==> src/include/snes_cart_consts.svh <==
`ifndef SNES_CART_CONSTS_SVH
`define SNES_CART_CONSTS_SVH

// Bus widths
`define CPU_DATA_W     8
`define ROM_DATA_W     16
`define ROM_ADDR_W     24
`define COP_ROM_ADDR_W 23
`define BSRAM_ADDR_W   20
`define ARAM_ADDR_W    16

// Coprocessor mappers, one bit each in map_active
`define MAP_N   2
`define MAP_SA1 0
`define MAP_BSX 1

// Cartridge type code, upper nibble selects coprocessor carts
`define ROM_TYPE_W       8
`define ROM_TYPE_COP_MSB 7
`define ROM_TYPE_COP_LSB 4

`endif

==> src/snes_cart_pkg.sv <==
`default_nettype none

package snes_cart_pkg;

`include "snes_cart_consts.svh"

	typedef logic [`CPU_DATA_W-1:0]   byte_t;
	typedef logic [`ROM_ADDR_W-1:0]   rom_addr_t;
	typedef logic [`ROM_DATA_W-1:0]   rom_word_t;
	typedef logic [`BSRAM_ADDR_W-1:0] bsram_addr_t;
	typedef logic [`ARAM_ADDR_W-1:0]  aram_addr_t;

	// One-hot, indexed by MAP_SA1 / MAP_BSX
	typedef logic [`MAP_N-1:0]        map_active_t;

	typedef logic [`ROM_TYPE_W-1:0]   rom_type_t;

endpackage

`default_nettype wire

==> src/cart_bus_if.sv <==
`default_nettype none

// One mapper's view of the cartridge bus
interface cart_bus_if;
	snes_cart_pkg::rom_addr_t   rom_addr;
	snes_cart_pkg::rom_word_t   rom_d;
	logic                       rom_ce_n;
	logic                       rom_oe_n;
	logic                       rom_we_n;
	logic                       rom_word;

	snes_cart_pkg::bsram_addr_t bsram_addr;
	snes_cart_pkg::byte_t       bsram_d;
	logic                       bsram_ce_n;
	logic                       bsram_oe_n;
	logic                       bsram_we_n;

	snes_cart_pkg::byte_t       cpu_do;
	logic                       irq_n;

	modport mapper (
		output rom_addr, rom_d, rom_ce_n, rom_oe_n, rom_we_n, rom_word,
		output bsram_addr, bsram_d, bsram_ce_n, bsram_oe_n, bsram_we_n,
		output cpu_do, irq_n
	);

	modport sel (
		input rom_addr, rom_d, rom_ce_n, rom_oe_n, rom_we_n, rom_word,
		input bsram_addr, bsram_d, bsram_ce_n, bsram_oe_n, bsram_we_n,
		input cpu_do, irq_n
	);
endinterface

// Audio RAM port of the core
interface aram_bus_if;
	snes_cart_pkg::aram_addr_t addr;
	snes_cart_pkg::byte_t      d;
	logic                      ce_n;
	logic                      oe_n;
	logic                      we_n;

	modport src (output addr, d, ce_n, oe_n, we_n);
	modport dst (input addr, d, ce_n, oe_n, we_n);
endinterface

`default_nettype wire

==> src/mapper_select.sv <==
`default_nettype none

`include "snes_cart_consts.svh"

module mapper_select (
	input  logic                       mclk,
	input  logic                       rst,
	input  snes_cart_pkg::map_active_t map_active,
	input  snes_cart_pkg::rom_type_t   rom_type,
	input  logic                       ss_busy,
	cart_bus_if.sel                    dlh,
	cart_bus_if.sel                    sa1,
	cart_bus_if.sel                    bsx,
	cart_bus_if.mapper                 chosen,
	output logic                       ss_avail,
	output logic                       turbo_allow
);

	localparam snes_cart_pkg::map_active_t SA1_ONLY =
		snes_cart_pkg::map_active_t'(1 << `MAP_SA1);
	localparam snes_cart_pkg::map_active_t BSX_ONLY =
		snes_cart_pkg::map_active_t'(1 << `MAP_BSX);

	always_comb begin
		case (map_active)
		SA1_ONLY: begin
			chosen.cpu_do     = sa1.cpu_do;
			chosen.irq_n      = sa1.irq_n;
			chosen.rom_addr   = sa1.rom_addr;
			chosen.rom_d      = sa1.rom_d;
			chosen.rom_ce_n   = sa1.rom_ce_n;
			chosen.rom_oe_n   = sa1.rom_oe_n;
			chosen.rom_we_n   = sa1.rom_we_n;
			chosen.rom_word   = sa1.rom_word;
			chosen.bsram_addr = sa1.bsram_addr;
			chosen.bsram_d    = sa1.bsram_d;
			chosen.bsram_ce_n = sa1.bsram_ce_n;
			chosen.bsram_oe_n = sa1.bsram_oe_n;
			chosen.bsram_we_n = sa1.bsram_we_n;
		end
		BSX_ONLY: begin
			chosen.cpu_do     = bsx.cpu_do;
			chosen.irq_n      = bsx.irq_n;
			chosen.rom_addr   = bsx.rom_addr;
			chosen.rom_d      = bsx.rom_d;
			chosen.rom_ce_n   = bsx.rom_ce_n;
			chosen.rom_oe_n   = bsx.rom_oe_n;
			chosen.rom_we_n   = bsx.rom_we_n;
			chosen.rom_word   = bsx.rom_word;
			chosen.bsram_addr = bsx.bsram_addr;
			chosen.bsram_d    = bsx.bsram_d;
			chosen.bsram_ce_n = bsx.bsram_ce_n;
			chosen.bsram_oe_n = bsx.bsram_oe_n;
			chosen.bsram_we_n = bsx.bsram_we_n;
		end
		// Plain cart, or a broken map_active
		default: begin
			chosen.cpu_do     = dlh.cpu_do;
			chosen.irq_n      = dlh.irq_n;
			chosen.rom_addr   = dlh.rom_addr;
			chosen.rom_d      = dlh.rom_d;
			chosen.rom_ce_n   = dlh.rom_ce_n;
			chosen.rom_oe_n   = dlh.rom_oe_n;
			chosen.rom_we_n   = dlh.rom_we_n;
			chosen.rom_word   = dlh.rom_word;
			chosen.bsram_addr = dlh.bsram_addr;
			chosen.bsram_d    = dlh.bsram_d;
			chosen.bsram_ce_n = dlh.bsram_ce_n;
			chosen.bsram_oe_n = dlh.bsram_oe_n;
			chosen.bsram_we_n = dlh.bsram_we_n;
		end
		endcase
	end

	// Savestates work on basic carts and on SA1
	assign ss_avail = ~|rom_type[`ROM_TYPE_COP_MSB:`ROM_TYPE_COP_LSB] | map_active[`MAP_SA1];

	assign turbo_allow = ~(map_active[`MAP_SA1] | ss_busy);

	// The external mapper detection must never enable two coprocessors
	a_map_onehot: assert property (@(posedge mclk) disable iff (rst) $onehot0(map_active))
		else $error("map_active has more than one bit set: %b", map_active);

endmodule

`default_nettype wire

==> src/bus_override.sv <==
`default_nettype none

`include "snes_cart_consts.svh"

module bus_override (
	input  logic                       mclk,
	input  logic                       rst,
	cart_bus_if.sel                    chosen,
	aram_bus_if.dst                    core_aram,

	input  logic                       msu_sel,
	input  snes_cart_pkg::byte_t       msu_do,
	input  snes_cart_pkg::byte_t       ss_do,
	input  logic                       ss_do_ovr,
	input  logic                       ss_rom_ovr,
	input  snes_cart_pkg::rom_addr_t   ss_rom_addr,
	input  snes_cart_pkg::bsram_addr_t ss_ext_addr,
	input  logic                       ss_aram_sel,
	input  logic                       ss_bsram_sel,
	input  logic                       pard_n,
	input  logic                       pawr_n,

	output snes_cart_pkg::byte_t       cpu_di,
	output logic                       irq_n,
	output snes_cart_pkg::rom_addr_t   rom_addr,
	output snes_cart_pkg::rom_word_t   rom_d,
	output logic                       rom_ce_n,
	output logic                       rom_oe_n,
	output logic                       rom_we_n,
	output logic                       rom_word,
	output snes_cart_pkg::bsram_addr_t bsram_addr,
	output snes_cart_pkg::byte_t       bsram_d,
	output logic                       bsram_ce_n,
	output logic                       bsram_oe_n,
	output logic                       bsram_we_n,
	output snes_cart_pkg::aram_addr_t  aram_addr,
	output snes_cart_pkg::byte_t       aram_d,
	output logic                       aram_ce_n,
	output logic                       aram_oe_n,
	output logic                       aram_we_n
);

	// Savestate readback beats MSU, MSU beats the mapper
	assign cpu_di = ss_do_ovr ? ss_do : (msu_sel ? msu_do : chosen.cpu_do);

	assign irq_n    = chosen.irq_n;
	assign rom_addr = ss_rom_ovr ? ss_rom_addr : chosen.rom_addr;
	assign rom_d    = chosen.rom_d;
	assign rom_ce_n = chosen.rom_ce_n;
	assign rom_oe_n = chosen.rom_oe_n;
	assign rom_we_n = chosen.rom_we_n;
	assign rom_word = chosen.rom_word;

	always_comb begin
		if (ss_bsram_sel) begin
			bsram_addr = ss_ext_addr;
			bsram_d    = ss_do;
			bsram_ce_n = 1'b0;
			bsram_oe_n = pard_n;
			bsram_we_n = pawr_n;
		end else begin
			bsram_addr = chosen.bsram_addr;
			bsram_d    = chosen.bsram_d;
			bsram_ce_n = chosen.bsram_ce_n;
			bsram_oe_n = chosen.bsram_oe_n;
			bsram_we_n = chosen.bsram_we_n;
		end
	end

	// Audio RAM dump uses the B-bus strobes too
	always_comb begin
		if (ss_aram_sel) begin
			aram_addr = ss_ext_addr[`ARAM_ADDR_W-1:0];
			aram_d    = ss_do;
			aram_ce_n = 1'b0;
			aram_oe_n = pard_n;
			aram_we_n = pawr_n;
		end else begin
			aram_addr = core_aram.addr;
			aram_d    = core_aram.d;
			aram_ce_n = core_aram.ce_n;
			aram_oe_n = core_aram.oe_n;
			aram_we_n = core_aram.we_n;
		end
	end

	// The savestate engine walks one memory at a time
	a_ss_sel_excl: assert property (@(posedge mclk) disable iff (rst)
		!(ss_aram_sel && ss_bsram_sel))
		else $error("ss_aram_sel and ss_bsram_sel both high");

endmodule

`default_nettype wire

==> src/snes_cart_bus.sv <==
`default_nettype none

`include "snes_cart_consts.svh"

module snes_cart_bus (
	input  logic                       mclk,
	input  logic                       rst,
	input  snes_cart_pkg::map_active_t map_active,
	input  snes_cart_pkg::rom_type_t   rom_type,
	input  logic                       ss_busy,

	// Default LoROM/HiROM/DSP mapper
	input  snes_cart_pkg::byte_t       dlh_cpu_do,
	input  logic                       dlh_irq_n,
	input  snes_cart_pkg::rom_addr_t   dlh_rom_addr,
	input  logic                       dlh_rom_ce_n, dlh_rom_oe_n, dlh_rom_word,
	input  snes_cart_pkg::bsram_addr_t dlh_bsram_addr,
	input  snes_cart_pkg::byte_t       dlh_bsram_d,
	input  logic                       dlh_bsram_ce_n, dlh_bsram_oe_n, dlh_bsram_we_n,

	input  snes_cart_pkg::byte_t       sa1_cpu_do,
	input  logic                       sa1_irq_n,
	input  logic [`COP_ROM_ADDR_W-1:0] sa1_rom_addr,
	input  logic                       sa1_rom_ce_n, sa1_rom_oe_n, sa1_rom_word,
	input  snes_cart_pkg::bsram_addr_t sa1_bsram_addr,
	input  snes_cart_pkg::byte_t       sa1_bsram_d,
	input  logic                       sa1_bsram_ce_n, sa1_bsram_oe_n, sa1_bsram_we_n,

	// Satellaview, the only mapper that writes ROM
	input  snes_cart_pkg::byte_t       bsx_cpu_do,
	input  logic                       bsx_irq_n,
	input  logic [`COP_ROM_ADDR_W-1:0] bsx_rom_addr,
	input  snes_cart_pkg::rom_word_t   bsx_rom_d,
	input  logic                       bsx_rom_ce_n, bsx_rom_oe_n, bsx_rom_we_n,
	input  logic                       bsx_rom_word,
	input  snes_cart_pkg::bsram_addr_t bsx_bsram_addr,
	input  snes_cart_pkg::byte_t       bsx_bsram_d,
	input  logic                       bsx_bsram_ce_n, bsx_bsram_oe_n, bsx_bsram_we_n,

	input  snes_cart_pkg::aram_addr_t  core_aram_addr,
	input  snes_cart_pkg::byte_t       core_aram_d,
	input  logic                       core_aram_ce_n, core_aram_oe_n, core_aram_we_n,

	input  logic                       msu_sel,
	input  snes_cart_pkg::byte_t       msu_do,
	input  snes_cart_pkg::byte_t       ss_do,
	input  logic                       ss_do_ovr,
	input  logic                       ss_rom_ovr,
	input  snes_cart_pkg::rom_addr_t   ss_rom_addr,
	input  snes_cart_pkg::bsram_addr_t ss_ext_addr,
	input  logic                       ss_aram_sel, ss_bsram_sel,
	input  logic                       pard_n, pawr_n,

	output snes_cart_pkg::byte_t       cpu_di,
	output logic                       irq_n,
	output snes_cart_pkg::rom_addr_t   rom_addr,
	output snes_cart_pkg::rom_word_t   rom_d,
	output logic                       rom_ce_n, rom_oe_n, rom_we_n, rom_word,
	output snes_cart_pkg::bsram_addr_t bsram_addr,
	output snes_cart_pkg::byte_t       bsram_d,
	output logic                       bsram_ce_n, bsram_oe_n, bsram_we_n,
	output snes_cart_pkg::aram_addr_t  aram_addr,
	output snes_cart_pkg::byte_t       aram_d,
	output logic                       aram_ce_n, aram_oe_n, aram_we_n,
	output logic                       ss_avail,
	output logic                       turbo_allow
);

	cart_bus_if dlh ();
	cart_bus_if sa1 ();
	cart_bus_if bsx ();
	cart_bus_if chosen ();
	aram_bus_if core_aram ();

	assign dlh.cpu_do     = dlh_cpu_do;
	assign dlh.irq_n      = dlh_irq_n;
	assign dlh.rom_addr   = dlh_rom_addr;
	assign dlh.rom_d      = '0;
	assign dlh.rom_ce_n   = dlh_rom_ce_n;
	assign dlh.rom_oe_n   = dlh_rom_oe_n;
	assign dlh.rom_we_n   = 1'b1;
	assign dlh.rom_word   = dlh_rom_word;
	assign dlh.bsram_addr = dlh_bsram_addr;
	assign dlh.bsram_d    = dlh_bsram_d;
	assign dlh.bsram_ce_n = dlh_bsram_ce_n;
	assign dlh.bsram_oe_n = dlh_bsram_oe_n;
	assign dlh.bsram_we_n = dlh_bsram_we_n;

	// Coprocessors see only the lower 8 MB
	assign sa1.cpu_do     = sa1_cpu_do;
	assign sa1.irq_n      = sa1_irq_n;
	assign sa1.rom_addr   = {1'b0, sa1_rom_addr};
	assign sa1.rom_d      = '0;
	assign sa1.rom_ce_n   = sa1_rom_ce_n;
	assign sa1.rom_oe_n   = sa1_rom_oe_n;
	assign sa1.rom_we_n   = 1'b1;
	assign sa1.rom_word   = sa1_rom_word;
	assign sa1.bsram_addr = sa1_bsram_addr;
	assign sa1.bsram_d    = sa1_bsram_d;
	assign sa1.bsram_ce_n = sa1_bsram_ce_n;
	assign sa1.bsram_oe_n = sa1_bsram_oe_n;
	assign sa1.bsram_we_n = sa1_bsram_we_n;

	assign bsx.cpu_do     = bsx_cpu_do;
	assign bsx.irq_n      = bsx_irq_n;
	assign bsx.rom_addr   = {1'b0, bsx_rom_addr};
	assign bsx.rom_d      = bsx_rom_d;
	assign bsx.rom_ce_n   = bsx_rom_ce_n;
	assign bsx.rom_oe_n   = bsx_rom_oe_n;
	assign bsx.rom_we_n   = bsx_rom_we_n;
	assign bsx.rom_word   = bsx_rom_word;
	assign bsx.bsram_addr = bsx_bsram_addr;
	assign bsx.bsram_d    = bsx_bsram_d;
	assign bsx.bsram_ce_n = bsx_bsram_ce_n;
	assign bsx.bsram_oe_n = bsx_bsram_oe_n;
	assign bsx.bsram_we_n = bsx_bsram_we_n;

	assign core_aram.addr = core_aram_addr;
	assign core_aram.d    = core_aram_d;
	assign core_aram.ce_n = core_aram_ce_n;
	assign core_aram.oe_n = core_aram_oe_n;
	assign core_aram.we_n = core_aram_we_n;

	mapper_select u_mapper_select (
		.mclk        (mclk),
		.rst         (rst),
		.map_active  (map_active),
		.rom_type    (rom_type),
		.ss_busy     (ss_busy),
		.dlh         (dlh.sel),
		.sa1         (sa1.sel),
		.bsx         (bsx.sel),
		.chosen      (chosen.mapper),
		.ss_avail    (ss_avail),
		.turbo_allow (turbo_allow)
	);

	// Port names match the top level one to one
	bus_override u_bus_override (.*);

endmodule

`default_nettype wire

==> config.mk <==
export PLATFORM = sky130hd
export DESIGN_NAME = snes_cart_bus
export DESIGN_NICKNAME = d
export VERILOG_FILES = /design/src/snes_cart_pkg.sv /design/src/cart_bus_if.sv /design/src/mapper_select.sv /design/src/bus_override.sv /design/src/snes_cart_bus.sv
export VERILOG_INCLUDE_DIRS = /design/src /design/src/include
export SDC_FILE = /design/constraint.sdc
export NUM_CORES = 1
export LEC_CHECK = 0
export CORE_AREA = 4 4 165 167
export DETAILED_ROUTE_END_ITERATION = 8
export DIE_AREA = 0 0 169 171
export DONT_BUFFER_PORTS = 1
export GPL_ROUTABILITY_DRIVEN = 0
export PLACE_DENSITY = 0.32
export SLEW_MARGIN = 20
export SYNTH_ARGS = -nofsm -noshare
export SYNTH_HDL_FRONTEND = slang
export SYNTH_SLANG_ARGS = --single-unit
==> constraint.sdc <==
create_clock -name vclk -period 1.9
set_clock_uncertainty 0.1 [all_clocks]
set_input_delay 0.38 -clock vclk [all_inputs]
set_output_delay 0.38 -clock vclk [all_outputs]
set_load 0.005 [all_outputs]
==> impl_metrics.toml <==
[floorplanning]
die_width_um = 169
num_io_pins = 436
start_util = 0.1085
rows = 59
core_area_mm2 = 0.02576
die_h_um = 171
dieArea_mm2 = 0.02890

[drt]
first_pass_iters = 4
num_vias = 3434
avgViaCountPerCell = 4.685
drtIter0Drc = 128
drc_errors = 0
postRouteAntennaNets = 0
wl_per_cell_um = 26.04
wl_um = 19090

[grt]
first_global_vias = 3616
grt_max_degree = 62
antenna_found_initial = 0
met2_usage = 0.2076
grt_pass1_wl_um = 23740
grt-ovfl-total = 0
busiest_layer = "met2"
globalRouteMet1Util = 0.1194
grtUsageMet3 = 0.02981
gr-usage-all-layers = 0.1070

[sta]
tns_ps = -2975
hold_violations = 0
slew_violations = 0
maxSlewHeadroom = 0.7276
fin_ws_ps = -162.8
setup_viol = 50
fmax_mhz = 484.8
worst_slew_pin_slew_ps = 403.4
post-route-period-util = 1.086
rsz0062_at_grt = "yes"
layout_min_cycle_time_ps = 2063

[power]
fin_total_pwr_mw = 1.370
power_density_mw_per_mm2 = 289.3
ir_drop_v = 0.0001179
p_leak_nw = 1.606

[critical_path]
crit_path_end_kind = "output pin"
cp.required_ps = 1420
crit_start = "map_active[0]"
crit_path_start_kind = "primary input"
path_class = "primary input to output pin"
crit_fanout = 8
crit_end = "bsram_addr[8]"
crit_chain = "inv_12, ha_4, buf_12, buf_8, buf_6, nor2b_1, o31ai_1, buf_4"
slowest_delay_ps = 270
cpMaxStageDelayCell = "ha_4"
worstPathArrival_ps = 1580

[status]
outcome = "complete, but fails checks"
violations = "setup timing"

[finish]
finalNetCount = 725
clockBufferCount = 0
diodes = 0
register_area_um2 = 0
area_growth_pct = 69.43
final_layout_size_suffix_gt1_frac = 0.5879
flops_and_latches = 0

[worst_hold_path]
holdCritPathClass = "primary input to output pin"

[yosys]
yosysWarnings = 0
syn_inst = 364
avgSynthCellArea_um2 = 7.679
syn_area_mm2 = 0.002795
seq_area_frac_synth = 0
synth.distinct_cells = 24
syn-num-nets = 689

[placed_design]
port_buffers = 0
hpwl_um = 14230

[run]
cap_viol_max_count = 0
logic make-up after synthesis:
logic type	after synthesis	share of synthesized area
AND/OR/NAND/NOR	153	0.2829
AO/OA/AOI/OAI	133	0.5005
buffers and inverters	50	0.1029
multiplexers	26	0.1047
adder cells (fa/ha/maj)	2	0.008951
placed cells by master (no fill, tap or decap), types with 3 or more instances in the layout:
cell / instances
a221o_1: 7
a221oi_1: 3
a221oi_2: 36
a221oi_4: 23
a22oi_1: 4
and2_1: 16
buf_12: 15
buf_16: 5
buf_4: 36
buf_6: 18
clkbuf_16: 5
mux2_2: 26
nand2_1: 60
nor2b_1: 54
nor2b_4: 9
nor3_1: 3
nor3_2: 5
o21ai_0: 3
o31ai_1: 8
o31ai_2: 43
cells in the mapped netlist, types with 7 or more instances:
library cell,number,area share
a221oi_2,32,0.17
buf_2,17,0.030
buf_4,9,0.024
nor3_1,9,0.016
clkbuf_1,15,0.020
a221o_1,7,0.025
and2_1,16,0.036
a221oi_1,30,0.094
nor2b_1,64,0.14
mux2_2,26,0.10
o31ai_2,23,0.10
o31ai_1,30,0.081
nand2_1,60,0.081
per-layer routing:
metal  routed length, µm  vias up
li1                    -     1493
met1                6785     1638
met2               10040      287
met3                2026       16
met4                 241        0
met5                   0        -
area by class of cell:
cell class | instances | area [µm²]
fillers | 2823 | 21030
inverters | 2 | 20.02
multi-input cells | 314 | 3198
well taps | 335 | 419.2
repair buffers | 82 | 1099
repair_timing:
action | CTS | global route
buffers inserted | 25 | 12
pin swaps | 19 | 22
cloned | 4 | 5
resized for setup | 66 | 77
hold buffers | 0 | 0
setup endpoints to repair | 57 | 63
worst min-delay path by stage:
stage	start	to	slack, ps	cells past startpoint
2_1_floorplan	ss_busy	turbo_allow	690	1
3_3_place_gp	ss_busy	turbo_allow	700	1
3_5_place_dp	ss_busy	turbo_allow	690	1
4_1_cts	ss_busy	turbo_allow	690	1
5_1_grt	ss_busy	turbo_allow	700	1
6_report	ss_busy	turbo_allow	690	1
through the flow:
step / std cells / hold WS (ps) / worst slack (ps) / utilization / instance area [µm²]
floorplan: 364 / 686.9 / 28.42 / - / 2808
global placement: 690 / 700.4 / -340.0 / 0.1320 / 3402
detailed placement: 690 / 692.8 / -356.0 / 0.1320 / 3402
CTS: 718 / 692.8 / -200.6 / 0.1568 / 4040
global route: 733 / 696.1 / -221.1 / 0.1838 / 4736
finish: 733 / 692.9 / -162.8 / 0.1838 / 4736
power by group:
group | internal (mW) | switching, mW | total (mW)
Sequential | 0 | 0 | 0
Combinational | 0.748 | 0.622 | 1.37
Clock | 0 | 0 | 0
worst max-delay path, delay by kind of cell:
family / cells / cell delay (ps)
buffers and inverters: 5 / 580
AO/OA/AOI/OAI: 1 / 230
adder cells (fa/ha/maj): 1 / 270
AND/OR/NAND/NOR: 1 / 120
No activity file was read; power rests on OpenSTA's default activity.
